File: src/proc_pkg.sv
// widths, opcodes and csr numbers of the pipeline
// enums for decode kind, alu function, branch type and mux selects
package proc_pkg;

  // data and instruction width
  localparam int XLEN        = 32;
  localparam int REG_ADDR_W  = 5;
  // instruction memory geometry, word addressed
  localparam int IMEM_WORDS  = 64;
  localparam int IMEM_ADDR_W = 6;

  // manager message registers
  localparam logic [11:0] CSR_PROC2MNGR = 12'h7C0;
  localparam logic [11:0] CSR_MNGR2PROC = 12'hFC0;

  // major opcodes of the kept subset
  localparam logic [6:0] OPC_OP     = 7'b0110011;
  localparam logic [6:0] OPC_OP_IMM = 7'b0010011;
  localparam logic [6:0] OPC_BRANCH = 7'b1100011;
  localparam logic [6:0] OPC_JAL    = 7'b1101111;
  localparam logic [6:0] OPC_SYSTEM = 7'b1110011;

  typedef enum logic [2:0] {
    KIND_NOP,
    KIND_RR,
    KIND_RI,
    KIND_BR,
    KIND_JAL,
    KIND_CSRR,
    KIND_CSRW,
    KIND_ILL
  } inst_kind_e;

  typedef enum logic [2:0] {
    ALU_ADD,
    ALU_SUB,
    ALU_AND,
    ALU_OR,
    ALU_XOR,
    ALU_SLT,
    ALU_CP2
  } alu_fn_e;

  typedef enum logic [2:0] {
    BR_NONE,
    BR_BEQ,
    BR_BNE,
    BR_BLT,
    BR_BGE
  } br_type_e;

  // operand 2 source in D
  typedef enum logic [1:0] {OP2_RF, OP2_IMM, OP2_MNGR} op2_sel_e;
  typedef enum logic [1:0] {IMM_I, IMM_B, IMM_J} imm_type_e;
  // next fetch address
  typedef enum logic [1:0] {PC_PLUS4, PC_JAL, PC_BR} pc_sel_e;

endpackage

File: src/proc_ctrl_if.sv
// control and status bundle between pipeline control and datapath
`timescale 1ns/1ps

interface proc_ctrl_if;

  // stage register enables
  logic reg_en_f;
  logic reg_en_d;
  logic reg_en_x;
  logic reg_en_m;
  logic reg_en_w;

  // mux selects and alu function
  proc_pkg::pc_sel_e   pc_sel;
  proc_pkg::imm_type_e imm_type;
  proc_pkg::op2_sel_e  op2_sel;
  proc_pkg::alu_fn_e   alu_fn_x;

  // register file write from W
  logic                            rf_wen_w;
  logic [proc_pkg::REG_ADDR_W-1:0] rf_waddr_w;

  // status back to control
  logic [proc_pkg::XLEN-1:0] inst_d;
  logic                      br_cond_eq_x;
  logic                      br_cond_lt_x;

  modport ctrl (
    output reg_en_f, reg_en_d, reg_en_x, reg_en_m, reg_en_w,
    output pc_sel, imm_type, op2_sel, alu_fn_x, rf_wen_w, rf_waddr_w,
    input  inst_d, br_cond_eq_x, br_cond_lt_x
  );

  modport dpath (
    input  reg_en_f, reg_en_d, reg_en_x, reg_en_m, reg_en_w,
    input  pc_sel, imm_type, op2_sel, alu_fn_x, rf_wen_w, rf_waddr_w,
    output inst_d, br_cond_eq_x, br_cond_lt_x
  );

endinterface

File: src/proc_ctrl.sv
// pipeline control with decode, per-stage valid/stall/squash,
// raw hazard stalls and manager port handshakes
`timescale 1ns/1ps

module proc_ctrl (
  input  logic       clk,
  input  logic       reset,
  proc_ctrl_if.ctrl  ctrl,
  input  logic       mngr2proc_val_i,
  output logic       mngr2proc_rdy_o,
  input  logic       proc2mngr_rdy_i,
  output logic       proc2mngr_val_o
);

  logic val_f;
  logic val_d;
  logic val_x;
  logic val_m;
  logic val_w;

  // stalls originating in a stage and their spread versions
  logic ostall_d;
  logic ostall_w;
  logic stall_f;
  logic stall_d;
  logic stall_x;
  logic stall_m;
  logic stall_w;
  logic osquash_d;
  logic osquash_x;
  logic squash_f;
  logic squash_d;

  // ------------------------------------------------------------------------
  // F stage
  // ------------------------------------------------------------------------

  // fetch stays valid from the first edge out of reset
  always_ff @(posedge clk) begin
    if (reset) begin
      val_f <= 1'b0;
    end else begin
      val_f <= 1'b1;
    end
  end

  assign stall_f  = val_f && (ostall_d || ostall_w);
  assign squash_f = val_f && (osquash_d || osquash_x);
  // pc holds at 0 until F turns valid
  assign ctrl.reg_en_f = val_f && (!stall_f || squash_f);

  // taken branch in X wins over jal in D
  always_comb begin
    if (osquash_x) begin
      ctrl.pc_sel = proc_pkg::PC_BR;
    end else if (osquash_d) begin
      ctrl.pc_sel = proc_pkg::PC_JAL;
    end else begin
      ctrl.pc_sel = proc_pkg::PC_PLUS4;
    end
  end

  // ------------------------------------------------------------------------
  // D stage
  // ------------------------------------------------------------------------

  assign ctrl.reg_en_d = !stall_d || squash_d;

  always_ff @(posedge clk) begin
    if (reset) begin
      val_d <= 1'b0;
    end else if (ctrl.reg_en_d) begin
      val_d <= val_f && !stall_f && !squash_f;
    end
  end

  logic [6:0]                      opcode_d;
  logic [2:0]                      funct3_d;
  logic [6:0]                      funct7_d;
  logic [11:0]                     csr_d;
  logic [proc_pkg::REG_ADDR_W-1:0] rs1_d;
  logic [proc_pkg::REG_ADDR_W-1:0] rs2_d;
  logic [proc_pkg::REG_ADDR_W-1:0] rd_d;

  assign opcode_d = ctrl.inst_d[6:0];
  assign rd_d     = ctrl.inst_d[11:7];
  assign funct3_d = ctrl.inst_d[14:12];
  assign rs1_d    = ctrl.inst_d[19:15];
  assign rs2_d    = ctrl.inst_d[24:20];
  assign funct7_d = ctrl.inst_d[31:25];
  assign csr_d    = ctrl.inst_d[31:20];

  proc_pkg::inst_kind_e kind_d;
  proc_pkg::alu_fn_e    alu_fn_d;
  proc_pkg::br_type_e   br_type_d;

  // instruction word to kind, alu function and branch type
  always_comb begin
    kind_d    = proc_pkg::KIND_ILL;
    alu_fn_d  = proc_pkg::ALU_ADD;
    br_type_d = proc_pkg::BR_NONE;
    case (opcode_d)
      proc_pkg::OPC_OP: begin
        kind_d = proc_pkg::KIND_RR;
        case ({funct7_d, funct3_d})
          {7'b0000000, 3'b000}: alu_fn_d = proc_pkg::ALU_ADD;
          {7'b0100000, 3'b000}: alu_fn_d = proc_pkg::ALU_SUB;
          {7'b0000000, 3'b111}: alu_fn_d = proc_pkg::ALU_AND;
          {7'b0000000, 3'b110}: alu_fn_d = proc_pkg::ALU_OR;
          {7'b0000000, 3'b100}: alu_fn_d = proc_pkg::ALU_XOR;
          {7'b0000000, 3'b010}: alu_fn_d = proc_pkg::ALU_SLT;
          default:              kind_d   = proc_pkg::KIND_ILL;
        endcase
      end
      proc_pkg::OPC_OP_IMM: begin
        // canonical nop is addi x0, x0, 0
        kind_d = (ctrl.inst_d == 32'h0000_0013) ? proc_pkg::KIND_NOP : proc_pkg::KIND_RI;
        case (funct3_d)
          3'b000:  alu_fn_d = proc_pkg::ALU_ADD;
          3'b111:  alu_fn_d = proc_pkg::ALU_AND;
          3'b110:  alu_fn_d = proc_pkg::ALU_OR;
          3'b100:  alu_fn_d = proc_pkg::ALU_XOR;
          default: kind_d   = proc_pkg::KIND_ILL;
        endcase
      end
      proc_pkg::OPC_BRANCH: begin
        kind_d = proc_pkg::KIND_BR;
        case (funct3_d)
          3'b000:  br_type_d = proc_pkg::BR_BEQ;
          3'b001:  br_type_d = proc_pkg::BR_BNE;
          3'b100:  br_type_d = proc_pkg::BR_BLT;
          3'b101:  br_type_d = proc_pkg::BR_BGE;
          default: kind_d    = proc_pkg::KIND_ILL;
        endcase
      end
      proc_pkg::OPC_JAL: begin
        kind_d   = proc_pkg::KIND_JAL;
        alu_fn_d = proc_pkg::ALU_CP2;
      end
      proc_pkg::OPC_SYSTEM: begin
        alu_fn_d = proc_pkg::ALU_CP2;
        // csrr is csrrs rd, csr, x0 and csrw is csrrw x0, csr, rs1
        if (funct3_d == 3'b010 && rs1_d == '0 && csr_d == proc_pkg::CSR_MNGR2PROC) begin
          kind_d = proc_pkg::KIND_CSRR;
        end else if (funct3_d == 3'b001 && rd_d == '0 && csr_d == proc_pkg::CSR_PROC2MNGR) begin
          kind_d = proc_pkg::KIND_CSRW;
        end
      end
      default: ;
    endcase
  end

  logic rf_wen_d;
  logic rs1_en_d;
  logic rs2_en_d;

  // per-kind control set where illegal behaves like nop
  always_comb begin
    rf_wen_d      = 1'b0;
    rs1_en_d      = 1'b0;
    rs2_en_d      = 1'b0;
    ctrl.op2_sel  = proc_pkg::OP2_RF;
    ctrl.imm_type = proc_pkg::IMM_I;
    case (kind_d)
      proc_pkg::KIND_RR: begin
        rf_wen_d = 1'b1;
        rs1_en_d = 1'b1;
        rs2_en_d = 1'b1;
      end
      proc_pkg::KIND_RI: begin
        rf_wen_d     = 1'b1;
        rs1_en_d     = 1'b1;
        ctrl.op2_sel = proc_pkg::OP2_IMM;
      end
      proc_pkg::KIND_BR: begin
        rs1_en_d      = 1'b1;
        rs2_en_d      = 1'b1;
        ctrl.imm_type = proc_pkg::IMM_B;
      end
      proc_pkg::KIND_JAL: begin
        rf_wen_d      = 1'b1;
        ctrl.op2_sel  = proc_pkg::OP2_IMM;
        ctrl.imm_type = proc_pkg::IMM_J;
      end
      proc_pkg::KIND_CSRR: begin
        rf_wen_d     = 1'b1;
        ctrl.op2_sel = proc_pkg::OP2_MNGR;
      end
      proc_pkg::KIND_CSRW: rs1_en_d = 1'b1;
      default: ;
    endcase
  end

  logic                            rf_wen_x;
  logic                            rf_wen_m;
  logic                            rf_wen_pend_w;
  logic [proc_pkg::REG_ADDR_W-1:0] rf_waddr_x;
  logic [proc_pkg::REG_ADDR_W-1:0] rf_waddr_m;
  logic [proc_pkg::REG_ADDR_W-1:0] rf_waddr_w;

  // raw hit of a later-stage writer against the D sources
  function automatic logic raw_hit(input logic v, input logic wen,
                                   input logic [proc_pkg::REG_ADDR_W-1:0] waddr);
    raw_hit = v && wen && (waddr != '0)
              && ((rs1_en_d && waddr == rs1_d) || (rs2_en_d && waddr == rs2_d));
  endfunction

  logic hazard_d;
  logic mngr_wait_d;

  // no bypass so D waits until the writer has left W
  assign hazard_d = raw_hit(val_x, rf_wen_x, rf_waddr_x)
                 || raw_hit(val_m, rf_wen_m, rf_waddr_m)
                 || raw_hit(val_w, rf_wen_pend_w, rf_waddr_w);
  assign mngr_wait_d = (kind_d == proc_pkg::KIND_CSRR) && !mngr2proc_val_i;

  assign ostall_d  = val_d && (hazard_d || mngr_wait_d);
  assign stall_d   = val_d && (ostall_d || ostall_w);
  assign squash_d  = val_d && osquash_x;
  assign osquash_d = val_d && (kind_d == proc_pkg::KIND_JAL) && !stall_d;

  assign mngr2proc_rdy_o = val_d && (kind_d == proc_pkg::KIND_CSRR) && !stall_d && !squash_d;

  // ------------------------------------------------------------------------
  // X stage
  // ------------------------------------------------------------------------

  proc_pkg::br_type_e br_type_x;
  proc_pkg::alu_fn_e  alu_fn_x;
  logic               p2m_x;
  logic               br_taken_x;

  assign ctrl.reg_en_x = !stall_x;

  always_ff @(posedge clk) begin
    if (reset) begin
      val_x <= 1'b0;
    end else if (ctrl.reg_en_x) begin
      val_x      <= val_d && !stall_d && !squash_d;
      rf_wen_x   <= rf_wen_d;
      rf_waddr_x <= rd_d;
      br_type_x  <= br_type_d;
      alu_fn_x   <= alu_fn_d;
      p2m_x      <= (kind_d == proc_pkg::KIND_CSRW);
    end
  end

  assign ctrl.alu_fn_x = alu_fn_x;

  always_comb begin
    case (br_type_x)
      proc_pkg::BR_BEQ: br_taken_x = ctrl.br_cond_eq_x;
      proc_pkg::BR_BNE: br_taken_x = !ctrl.br_cond_eq_x;
      proc_pkg::BR_BLT: br_taken_x = ctrl.br_cond_lt_x;
      proc_pkg::BR_BGE: br_taken_x = !ctrl.br_cond_lt_x;
      default:          br_taken_x = 1'b0;
    endcase
  end

  assign stall_x   = val_x && ostall_w;
  // a stalled branch must not redirect twice
  assign osquash_x = val_x && !stall_x && br_taken_x;

  // ------------------------------------------------------------------------
  // M and W stages
  // ------------------------------------------------------------------------

  logic p2m_m;
  logic p2m_w;

  assign stall_m       = val_m && ostall_w;
  assign ctrl.reg_en_m = !stall_m;

  always_ff @(posedge clk) begin
    if (reset) begin
      val_m <= 1'b0;
    end else if (ctrl.reg_en_m) begin
      val_m      <= val_x && !stall_x;
      rf_wen_m   <= rf_wen_x;
      rf_waddr_m <= rf_waddr_x;
      p2m_m      <= p2m_x;
    end
  end

  // W only waits on the manager
  assign ostall_w      = val_w && p2m_w && !proc2mngr_rdy_i;
  assign stall_w       = ostall_w;
  assign ctrl.reg_en_w = !stall_w;

  always_ff @(posedge clk) begin
    if (reset) begin
      val_w <= 1'b0;
    end else if (ctrl.reg_en_w) begin
      val_w         <= val_m && !stall_m;
      rf_wen_pend_w <= rf_wen_m;
      rf_waddr_w    <= rf_waddr_m;
      p2m_w         <= p2m_m;
    end
  end

  assign ctrl.rf_wen_w   = val_w && rf_wen_pend_w;
  assign ctrl.rf_waddr_w = rf_waddr_w;
  assign proc2mngr_val_o = val_w && p2m_w;

  // an offered word belongs to a valid csrw that just left M or waited in W
  a_p2m_from_w: assert property (@(posedge clk) disable iff (reset)
    proc2mngr_val_o |-> $past(val_m && p2m_m)
                        || $past(proc2mngr_val_o && !proc2mngr_rdy_i));

  // a redirect lets the branch leave X and squashes what follows it
  a_br_not_stalled: assert property (@(posedge clk) disable iff (reset)
    ctrl.pc_sel == proc_pkg::PC_BR |=> !val_x);

endmodule

File: src/proc_imem.sv
// instruction memory, loaded through a write port, combinational read
`timescale 1ns/1ps

module proc_imem (
  input  logic                             clk,
  input  logic                             wen_i,
  input  logic [proc_pkg::IMEM_ADDR_W-1:0] waddr_i,
  input  logic [proc_pkg::XLEN-1:0]        wdata_i,
  input  logic [proc_pkg::IMEM_ADDR_W-1:0] raddr_i,
  output logic [proc_pkg::XLEN-1:0]        rdata_o
);

  logic [proc_pkg::XLEN-1:0] mem [proc_pkg::IMEM_WORDS];

  // one word per cycle while loading
  always_ff @(posedge clk) begin
    if (wen_i) begin
      mem[waddr_i] <= wdata_i;
    end
  end

  assign rdata_o = mem[raddr_i];

endmodule

File: src/proc_regfile.sv
// 32-entry register file, two read ports, one write port
`timescale 1ns/1ps

module proc_regfile (
  input  logic                            clk,
  input  logic [proc_pkg::REG_ADDR_W-1:0] raddr0_i,
  input  logic [proc_pkg::REG_ADDR_W-1:0] raddr1_i,
  output logic [proc_pkg::XLEN-1:0]       rdata0_o,
  output logic [proc_pkg::XLEN-1:0]       rdata1_o,
  input  logic                            wen_i,
  input  logic [proc_pkg::REG_ADDR_W-1:0] waddr_i,
  input  logic [proc_pkg::XLEN-1:0]       wdata_i
);

  logic [proc_pkg::XLEN-1:0] regs [32];

  // x0 is never written
  always_ff @(posedge clk) begin
    if (wen_i && waddr_i != '0) begin
      regs[waddr_i] <= wdata_i;
    end
  end

  // reads are combinational, x0 forced to zero
  assign rdata0_o = (raddr0_i == '0) ? '0 : regs[raddr0_i];
  assign rdata1_o = (raddr1_i == '0) ? '0 : regs[raddr1_i];

endmodule

File: src/proc_alu.sv
// alu with signed compare outputs for branches
`timescale 1ns/1ps

module proc_alu (
  input  proc_pkg::alu_fn_e         fn_i,
  input  logic [proc_pkg::XLEN-1:0] op1_i,
  input  logic [proc_pkg::XLEN-1:0] op2_i,
  output logic [proc_pkg::XLEN-1:0] result_o,
  output logic                      eq_o,
  output logic                      lt_o
);

  // compares shared by slt and the branch conditions
  assign eq_o = (op1_i == op2_i);
  assign lt_o = ($signed(op1_i) < $signed(op2_i));

  always_comb begin
    case (fn_i)
      proc_pkg::ALU_ADD: result_o = op1_i + op2_i;
      proc_pkg::ALU_SUB: result_o = op1_i - op2_i;
      proc_pkg::ALU_AND: result_o = op1_i & op2_i;
      proc_pkg::ALU_OR:  result_o = op1_i | op2_i;
      proc_pkg::ALU_XOR: result_o = op1_i ^ op2_i;
      proc_pkg::ALU_SLT: result_o = {{(proc_pkg::XLEN-1){1'b0}}, lt_o};
      // csrr and jal pass operand 2 through
      proc_pkg::ALU_CP2: result_o = op2_i;
      default:           result_o = '0;
    endcase
  end

endmodule

File: src/proc_dpath.sv
// datapath: pc, stage data registers, immediates, operand muxes,
// instruction memory, register file and alu
`timescale 1ns/1ps

module proc_dpath (
  input  logic                             clk,
  input  logic                             reset,
  proc_ctrl_if.dpath                       dpath,
  input  logic                             imem_wen_i,
  input  logic [proc_pkg::IMEM_ADDR_W-1:0] imem_waddr_i,
  input  logic [proc_pkg::XLEN-1:0]        imem_wdata_i,
  input  logic [proc_pkg::XLEN-1:0]        mngr2proc_msg_i,
  output logic [proc_pkg::XLEN-1:0]        proc2mngr_msg_o
);

  logic [proc_pkg::XLEN-1:0] pc_f;
  logic [proc_pkg::XLEN-1:0] pc_next_f;
  logic [proc_pkg::XLEN-1:0] inst_f;
  logic [proc_pkg::XLEN-1:0] pc_d;
  logic [proc_pkg::XLEN-1:0] inst_d;
  logic [proc_pkg::XLEN-1:0] imm_d;
  logic [proc_pkg::XLEN-1:0] targ_d;
  logic [proc_pkg::XLEN-1:0] rs1_data_d;
  logic [proc_pkg::XLEN-1:0] rs2_data_d;
  logic [proc_pkg::XLEN-1:0] op2_d;
  logic [proc_pkg::XLEN-1:0] op1_x;
  logic [proc_pkg::XLEN-1:0] op2_x;
  logic [proc_pkg::XLEN-1:0] br_targ_x;
  logic [proc_pkg::XLEN-1:0] alu_result_x;
  logic [proc_pkg::XLEN-1:0] result_m;
  logic [proc_pkg::XLEN-1:0] opnd_m;
  logic [proc_pkg::XLEN-1:0] result_w;
  logic [proc_pkg::XLEN-1:0] opnd_w;

  // ------------------------------------------------------------------------
  // fetch
  // ------------------------------------------------------------------------

  always_comb begin
    case (dpath.pc_sel)
      proc_pkg::PC_JAL: pc_next_f = targ_d;
      proc_pkg::PC_BR:  pc_next_f = br_targ_x;
      default:          pc_next_f = pc_f + 32'd4;
    endcase
  end

  always_ff @(posedge clk) begin
    if (reset) begin
      pc_f <= '0;
    end else if (dpath.reg_en_f) begin
      pc_f <= pc_next_f;
    end
  end

  proc_imem u_imem (
    .clk     (clk),
    .wen_i   (imem_wen_i),
    .waddr_i (imem_waddr_i),
    .wdata_i (imem_wdata_i),
    .raddr_i (pc_f[proc_pkg::IMEM_ADDR_W+1:2]),
    .rdata_o (inst_f)
  );

  // ------------------------------------------------------------------------
  // decode
  // ------------------------------------------------------------------------

  always_ff @(posedge clk) begin
    if (dpath.reg_en_d) begin
      inst_d <= inst_f;
      pc_d   <= pc_f;
    end
  end

  assign dpath.inst_d = inst_d;

  always_comb begin
    case (dpath.imm_type)
      proc_pkg::IMM_B: imm_d = {{19{inst_d[31]}}, inst_d[31], inst_d[7],
                                inst_d[30:25], inst_d[11:8], 1'b0};
      proc_pkg::IMM_J: imm_d = {{11{inst_d[31]}}, inst_d[31], inst_d[19:12],
                                inst_d[20], inst_d[30:21], 1'b0};
      default:         imm_d = {{20{inst_d[31]}}, inst_d[31:20]};
    endcase
  end

  // one adder for jal and branch targets
  assign targ_d = pc_d + imm_d;

  proc_regfile u_regfile (
    .clk      (clk),
    .raddr0_i (inst_d[19:15]),
    .raddr1_i (inst_d[24:20]),
    .rdata0_o (rs1_data_d),
    .rdata1_o (rs2_data_d),
    .wen_i    (dpath.rf_wen_w),
    .waddr_i  (dpath.rf_waddr_w),
    .wdata_i  (result_w)
  );

  // jal sends its link address down the immediate path
  always_comb begin
    case (dpath.op2_sel)
      proc_pkg::OP2_IMM:  op2_d = (dpath.imm_type == proc_pkg::IMM_J) ? pc_d + 32'd4 : imm_d;
      proc_pkg::OP2_MNGR: op2_d = mngr2proc_msg_i;
      default:            op2_d = rs2_data_d;
    endcase
  end

  // ------------------------------------------------------------------------
  // execute, memory, writeback
  // ------------------------------------------------------------------------

  always_ff @(posedge clk) begin
    if (dpath.reg_en_x) begin
      op1_x     <= rs1_data_d;
      op2_x     <= op2_d;
      br_targ_x <= targ_d;
    end
  end

  proc_alu u_alu (
    .fn_i     (dpath.alu_fn_x),
    .op1_i    (op1_x),
    .op2_i    (op2_x),
    .result_o (alu_result_x),
    .eq_o     (dpath.br_cond_eq_x),
    .lt_o     (dpath.br_cond_lt_x)
  );

  // M is a pass-through stage
  always_ff @(posedge clk) begin
    if (dpath.reg_en_m) begin
      result_m <= alu_result_x;
      opnd_m   <= op1_x;
    end
  end

  always_ff @(posedge clk) begin
    if (dpath.reg_en_w) begin
      result_w <= result_m;
      opnd_w   <= opnd_m;
    end
  end

  // csrw sends its rs1 operand
  assign proc2mngr_msg_o = opnd_w;

  a_pc_aligned: assert property (@(posedge clk) disable iff (reset)
    pc_f[1:0] == 2'b00);

endmodule

File: src/proc_top.sv
// processor top level: control, datapath and the bundle between them
`timescale 1ns/1ps

module proc_top (
  input  logic                             clk,
  input  logic                             reset,
  // program load, used during reset
  input  logic                             imem_wen_i,
  input  logic [proc_pkg::IMEM_ADDR_W-1:0] imem_waddr_i,
  input  logic [proc_pkg::XLEN-1:0]        imem_wdata_i,
  // manager to processor
  input  logic                             mngr2proc_val_i,
  output logic                             mngr2proc_rdy_o,
  input  logic [proc_pkg::XLEN-1:0]        mngr2proc_msg_i,
  // processor to manager
  output logic                             proc2mngr_val_o,
  input  logic                             proc2mngr_rdy_i,
  output logic [proc_pkg::XLEN-1:0]        proc2mngr_msg_o
);

  proc_ctrl_if ctrl_bus ();

  proc_ctrl u_ctrl (
    .clk             (clk),
    .reset           (reset),
    .ctrl            (ctrl_bus.ctrl),
    .mngr2proc_val_i (mngr2proc_val_i),
    .mngr2proc_rdy_o (mngr2proc_rdy_o),
    .proc2mngr_rdy_i (proc2mngr_rdy_i),
    .proc2mngr_val_o (proc2mngr_val_o)
  );

  proc_dpath u_dpath (
    .clk             (clk),
    .reset           (reset),
    .dpath           (ctrl_bus.dpath),
    .imem_wen_i      (imem_wen_i),
    .imem_waddr_i    (imem_waddr_i),
    .imem_wdata_i    (imem_wdata_i),
    .mngr2proc_msg_i (mngr2proc_msg_i),
    .proc2mngr_msg_o (proc2mngr_msg_o)
  );

endmodule

File: config.mk
export PLATFORM = sky130hd
export DESIGN_NAME = proc_top
export DESIGN_NICKNAME = d
export VERILOG_FILES = /design/src/proc_pkg.sv /design/src/proc_ctrl_if.sv /design/src/proc_ctrl.sv /design/src/proc_imem.sv /design/src/proc_regfile.sv /design/src/proc_alu.sv /design/src/proc_dpath.sv /design/src/proc_top.sv
export SDC_FILE = /design/constraint.sdc
export NUM_CORES = 2
export LEC_CHECK = 0
export BUFFER_PORTS_ARGS = -buffer_cell sky130_fd_sc_hd__buf_4
export CAP_MARGIN = 5
export CORE_MARGIN = 2
export CORE_UTILIZATION = 45
export DETAILED_ROUTE_END_ITERATION = 10
export GPL_TIMING_DRIVEN = 0
export PLACE_DENSITY_LB_ADDON = 0.25
export SKIP_CTS_REPAIR_TIMING = 1
export SLEW_MARGIN = 20
export SYNTH_ARGS = -nofsm -noshare
export SYNTH_HDL_FRONTEND = slang
export SYNTH_HIERARCHICAL = 1
export SYNTH_SLANG_ARGS = --single-unit
File: constraint.sdc
create_clock -name clk -period 9.3 [get_ports clk]
set_clock_uncertainty 0.2 [all_clocks]
set_input_delay 0.465 -clock clk [delete_from_list [all_inputs] [get_ports clk]]
set_output_delay 0.465 -clock clk [all_outputs]
set_load 0.02 [all_outputs]
# After elaboration in Yosys (flattened, before gate mapping)
# Memories as Yosys holds them, arrays and structs flattened. A register that Yosys moved wholly into a read port is not among the register bits.
# Cells that the tools add are included.
dict set report op_classes {
  addsub 5
  order_cmp 1
  n_eq_ne 48
  mux 30
  bitwise 7
  reduce_logical 83
}
# op count
set op_table {}
lappend op_table {{$pmux W32 S7} 1}
lappend op_table {{$pmux W32 S2} 2}
lappend op_table {{$add A32 B3 Y32 const B} 2}
lappend op_table {{$add A32 B32 Y32} 2}
lappend op_table {{$mux W32} 2}
lappend op_table {{$logic_and A1 B1 Y1} 42}
lappend op_table {{$pmux W20 S2} 1}
lappend op_table {{$eq A3 B3 Y1 const B} 11}
lappend op_table {{$and A32 B32 Y32} 1}
lappend op_table {{$eq A32 B32 Y1} 1}
lappend op_table {{$eq A32 B5 Y1 const B} 1}
lappend op_table {{$lt A32 B32 Y1} 1}
lappend op_table {{$or A32 B32 Y32} 1}
lappend op_table {{$sub A32 B32 Y32} 1}
lappend op_table {{$xor A32 B32 Y32} 1}
lappend op_table {{$eq A10 B3 Y1 const B} 3}
lappend op_table {{$eq A5 B5 Y1} 6}
lappend op_table {{$pmux W3 S5} 2}
lappend op_table {{$eq A3 B2 Y1 const B} 7}
lappend op_table {{$eq A7 B7 Y1 const B} 3}
lappend op_table {{$pmux W3 S3} 2}
lappend op_table {{$reduce_or A4 Y1} 4}
lappend op_table {{$logic_not A5 Y1} 3}
lappend op_table {{$reduce_bool A5 Y1} 3}
lappend op_table {{other kinds (23)} 71}
dict set report word_totals {
  register_bits 288
  ram_bits 3072
  input_bits 75
  out_inout_bits 34
  word_cells 200
  n_memories 2
}
# name depth word_bits read_ports rd_ports_with_merged_regs wr line
set memory_table {}
lappend memory_table {u_dpath.u_imem.mem 64 32 1 1 1 proc_imem.sv:13} ;# logic [proc_pkg::XLEN-1:0] mem [proc_pkg::IMEM_WORDS];
lappend memory_table {u_dpath.u_regfile.regs 32 32 2 1 1 proc_regfile.sv:15} ;# logic [proc_pkg::XLEN-1:0] regs [32];

# Logic depth before layout (Yosys ltp)
dict set report depth {
  ltp_word 24
  mapped_depth 24
  ltp_nobuf 23
}

# Cells and area by module
# Netlist, hierarchy kept.
# module n_inst cells_each area_per_inst_um2 seq_area_each_um2
set by_module_without_submodules {}
lappend by_module_without_submodules {proc_imem 1 3292 77874.7 61499.0}
lappend by_module_without_submodules {proc_regfile 1 2564 47904.7 30749.5}
lappend by_module_without_submodules {proc_dpath 1 1082 13984.7 9288.9}
lappend by_module_without_submodules {proc_alu 1 813 5551.6 0.0}
lappend by_module_without_submodules {proc_ctrl 1 208 2064.5 910.9}

# Least setup slack after synthesis
# Ideal clock, no wire load.
dict set report synth_timing {
  path_type {reg-to-reg}
  startpoint {reg u_dpath/op1_x[10] (netlist bit) (read register of u_dpath.u_regfile.regs)}
  endpoint {reg u_dpath.inst_d, in the netlist u_dpath/dpath.inst_d[0] (read register of u_dpath.u_imem.mem) (enable)}
  setup_time_ns 0.433
  arrival_time_ns 4.812
  required_time_ns 8.667
  setup_slack_ns 3.855
  path_stages_with_launch 16
  period_less_slack_ns 5.445
  path_cell_list {edfxtp_1 > inv_1 > ha_1 > buf_4 > inv_1 > a221o_1 > o41ai_2 > o22ai_1 > a2111oi_0 > a22o_1 > inv_1 > a311oi_1 > a21oi_1 > nor2_1 > nand2b_1 > nand2b_1}
}
dict set report synth_between {
  elab_chain_len 6
  word_cells_on_any_way 8
  classes_between {order compare: 1; eq/ne: 1; mux: 1; reduce/logical: 5}
}
# element line
set synth_lines {}
lappend synth_lines {{start, declared} proc_dpath.sv:26} ;# logic [proc_pkg::XLEN-1:0] op1_x;
lappend synth_lines {{$lt A32 B32 Y1 *} proc_alu.sv:15} ;# assign lt_o = ($signed(op1_i) < $signed(op2_i));
lappend synth_lines {{via ctrl_bus.br_cond_lt_x} proc_ctrl_if.sv:26} ;# logic br_cond_lt_x;
lappend synth_lines {{$logic_not A1 Y1} proc_ctrl.sv:255} ;# proc_pkg::BR_BGE: br_taken_x = !ctrl.br_cond_lt_x;
lappend synth_lines {{$pmux W1 S4 *} proc_ctrl.sv:251} ;# case (br_type_x)
lappend synth_lines {{$logic_and A1 B1 Y1 *} proc_ctrl.sv:262} ;# assign osquash_x = val_x && !stall_x && br_taken_x;
lappend synth_lines {{via u_ctrl.osquash_x} proc_ctrl.sv:30} ;# logic osquash_x;
lappend synth_lines {{$logic_and A1 B1 Y1 *} proc_ctrl.sv:219} ;# assign squash_d = val_d && osquash_x;
lappend synth_lines {{$logic_or A1 B1 Y1 *} proc_ctrl.sv:67} ;# assign ctrl.reg_en_d = !stall_d || squash_d;
lappend synth_lines {{via ctrl_bus.reg_en_d} proc_ctrl_if.sv:8} ;# logic reg_en_d;
lappend synth_lines {{end, declared} proc_dpath.sv:20} ;# logic [proc_pkg::XLEN-1:0] inst_d;
# The timed path passes the listed nets; every way through them passes the cells marked *.
# A chain may end at the register's enable or synchronous reset.

# Worst setup path in the final report
dict set report layout_timing {
  startpoint {reg u_dpath/op1_x[10] (netlist bit) (read register of u_dpath.u_regfile.regs)}
  endpoint {reg u_dpath/pc_f[30] (netlist bit)}
}
dict set report layout_between {
  word_cells_on_any_way 14
  classes_between {order compare: 1; eq/ne: 3; mux: 3; reduce/logical: 7}
}
# element line
set layout_rtl {}
lappend layout_rtl {{$lt A32 B32 Y1 *} proc_alu.sv:15}
lappend layout_rtl {{via ctrl_bus.br_cond_lt_x} proc_ctrl_if.sv:26}
lappend layout_rtl {{$logic_not A1 Y1} proc_ctrl.sv:255}
lappend layout_rtl {{$pmux W1 S4 *} proc_ctrl.sv:251}
lappend layout_rtl {{$logic_and A1 B1 Y1 *} proc_ctrl.sv:262}
lappend layout_rtl {{via u_ctrl.osquash_x} proc_ctrl.sv:30}
lappend layout_rtl {{$mux W2 *} proc_ctrl.sv:54} ;# if (osquash_x) begin
lappend layout_rtl {{via ctrl_bus.pc_sel[0]} proc_ctrl_if.sv:14} ;# proc_pkg::pc_sel_e pc_sel;
lappend layout_rtl {{$eq A2 B2 Y1 or $eq A2 B1 Y1 (tied branches)} proc_dpath.sv:40} ;# case (dpath.pc_sel)
lappend layout_rtl {{$pmux W32 S2 *} proc_dpath.sv:40}
lappend layout_rtl {{end signal, assigned} proc_dpath.sv:51} ;# pc_f <= pc_next_f;
lappend layout_rtl {{end, declared} proc_dpath.sv:16} ;# logic [proc_pkg::XLEN-1:0] pc_f;
# Marked as above.

==> impl_results.md <==
- Outcome: completed
- Vias per inst: 6.71
- CP max FO: 10
- Total power: 39.7 mW
- DIE AREA: 332000 um2
- RSZ-0062 raised after global routing: no
- Post-Syn Instances: 7959
- Later-pin clock latency in the skew report: 970 ps
- Maximum vdd drop: 0.169 mV
- ANT nets after route: 0
- Final Max Slew Viols: 0
- Number of global-route vias before repair: 87200
- Sum Neg Setup Slack: 0 ps
- Num CTS Buffers: 357
- Most frequent CP cell: inv_1
- Worst-path cell chain: inv_1, ha_1, buf_4, inv_1, a221o_1, o41ai_2, o22ai_1, a2111oi_0, a22o_1, inv_1, a311oi_1, a21oi_1, nor2_1, nand2b_1, nor3_2, inv_1, ha_1, clkbuf_1, clkbuf_1, nor2_1, nand2_1, a31oi_1, nor4_1
- Lkg Pwr: 56.0 nW
- Setup crit start kind: flop
- Worst Path Arrival: 7980 ps
- Hold Crit Class: in2reg
- Setup ws final: 1870 ps
- Cell variety after synth: 111
- Via count: 90000
- Wire per inst: 38.9 um
- Worst-path clk slew: 60 ps
- Htree depth: 5
- Syn. warnings: 6
- Routability cong.: 0.981
- CTS max path bufs: 4
- Pwr dens: 231 nW/um2
- Peak Freq: 135 MHz
- Drt drc: 0
- Area growth syn-to-layout: 16.8%
- Avg Cell Area, Syn: 18.5 um2
- Crit path kind: reg2reg
- R2R cell count: 23
- Die H: 576 um
- # port buffers: 102
- Clk root buf: clkbuf_16
- Min Tclk post-route: 7430 ps
- Share of cells above drive strength 1: 25.1%
- EDFF count, synth: 3387
- Hold depth: 3
- Maxcap violations: 0
- Layout Nets: 8988
- Drt total wl: 522000 um
- Dpl hpwl: 359000 um
- Global-route wire length before repair: 707000 um
- Post-place setup slack: 2090 ps
- Worst slew margin: 9.40%
- Period utilization: 79.9%
- I/O pin count: 109
- Reg area: 102000 um2
- Core area: 327000 um2
- Num Clock Sinks: 3424
- Slowest cell on crit path: o41ai_2
- CP required: 9850 ps
- Crit end category: flop
- Cell Area, Placed: 160000 um2
- Initial core utilization: 45.1%
- DIE WIDTH: 576 um
- Drt pass-1 iters: 6
- Post-synth top flop: edfxtp_1
- Fillers: 25400
- Minimum hold slack: 64.1 ps
- Largest net degree at the start of global routing: 65
- Total global-route track usage: 30.9%
- Final hold violation count: 0
- Finished Cell Area: 172000 um2
- Flop and latch count out of synthesis: 3424
- GRT overflow: 0
- CTS tree: done
- Worst slew pin tran: 1360 ps
- Worst path max stage delay: 780 ps
- Rows: 210
- Footprint of the multi-input gates: 42900 um2
- Post-synth ARST share: 0%
- Initial DRC Count: 13200
- Synth Cell Area: 147000 um2
- Final setup violation count: 0
- Sequential share of the synthesized area: 69.5%
- Initial antenna violation count: 31
==> routing by layer <==
metal	wire length [um]	track usage, %
met5	144	0
met4	36600	17.7
met3	60800	7.60
met2	238000	47.9
met1	187000	40.1
==> area by class of cell <==
| type | instances | area share [%] |
|---|---|---|
| Tap cell | 4346 | 3.16 |
| Buffer | 509 | 1.52 |
| Antenna cell | 14 | 0.0203 |
| Sequential cell | 3424 | 59.5 |
| Clock inverter | 207 | 1.26 |
| Clock buffer | 440 | 5.47 |
| Timing Repair Buffer | 413 | 3.86 |
| Multi-Input combinational cell | 3916 | 24.9 |
| Inverter | 141 | 0.309 |
==> synth_stat cells, types with 115 or more instances <==
cell type	instances	area, um2
o22ai_1	115	719
ha_1	148	1850
inv_1	137	514
o21ai_0	151	756
buf_2	118	591
a21oi_1	275	1380
nor2_1	311	1170
nand2_1	266	998
mux4_2	861	19400
mux2i_1	444	4440
clkbuf_1	250	938
edfxtp_1	3387	102000
==> power breakdown <==
part	internal [mW]	switching [mW]	leakage [nW]	total [mW]
clock	8.31	6.05	5.65	14.4
combinational	2.20	4.13	18.9	6.33
sequential	18.2	0.767	31.4	19.0
==> registers in the layout, indices dropped and copies added, names as in the netlist, 5 cells and up <==
register / cells
u_dpath/pc_f: 32
u_dpath/dpath.inst_d: 32
u_ctrl/ctrl.rf_waddr_w: 5
u_dpath/op2_x: 32
u_dpath/br_targ_x: 32
u_dpath/result_w: 32
u_dpath/op1_x: 32
u_dpath/pc_d: 32
u_dpath/proc2mngr_msg_o: 32
u_dpath/result_m: 32
u_ctrl/rf_waddr_x: 5
u_dpath/u_imem/mem: 2048
u_dpath/u_regfile/regs: 1024
u_ctrl/rf_waddr_m: 5
u_dpath/opnd_m: 32
==> worst paths after layout <==
kind | start | end | slack [ps]
max | u_dpath/op1_x[10] | u_dpath/pc_f[30] | 1870
min | imem_waddr_i[0] | u_dpath/u_imem/mem[55][0] | 60
max reg2reg | u_dpath/op1_x[10] | u_dpath/pc_f[30] | 1870
min reg2reg | u_dpath/opnd_m[5] | u_dpath/proc2mngr_msg_o[5] | 190
==> cells by family (layout without fill, tap and decap cells) <==
| group | Yosys count | after routing | synth area share (%) |
|---|---|---|---|
| other | 1 | 46 | 0.00254 |
| buffers and inverters | 650 | 1710 | 2.10 |
| flip-flops | 3424 | 3424 | 69.5 |
| XOR/XNOR | 102 | 102 | 0.606 |
| multiplexers | 1414 | 1414 | 17.4 |
| AO/OA/AOI/OAI | 1217 | 1217 | 5.85 |
| adder cells (fa/ha/maj) | 151 | 151 | 1.30 |
| AND/OR/NAND/NOR | 1000 | 1000 | 3.26 |
==> critical path: cells and delay by family (launching register included) <==
| kind | cells | cell delay [ps] |
|---|---|---|
| fa+ha+maj | 2 | 530 |
| buf+inv | 7 | 1170 |
| flops | 1 | 650 |
| compound gates | 8 | 3170 |
| simple gates | 6 | 1520 |
==> layout by cell type (no fill, tap or decap), types with 119 or more instances in the layout <==
cell type and count:
a21oi_1 274, nand2_1 264, mux4_2 861, ha_1 148, clkbuf_16 365, inv_1 136
buf_2 119, buf_4 211, edfxtp_1 3387, nor2_1 217, clkbuf_1 292, o21ai_0 151
mux2i_1 444
==> per-stage QoR <==
step | util (%) | instances
3_3_place_gp | 47.1 | 12400
6_report | 52.7 | 13400
4_1_cts | 52.4 | 13300
2_1_floorplan | - | 7990
5_1_grt | 52.7 | 13400
3_5_place_dp | 48.9 | 12700
No activity file was read; power rests on OpenSTA's default activity.
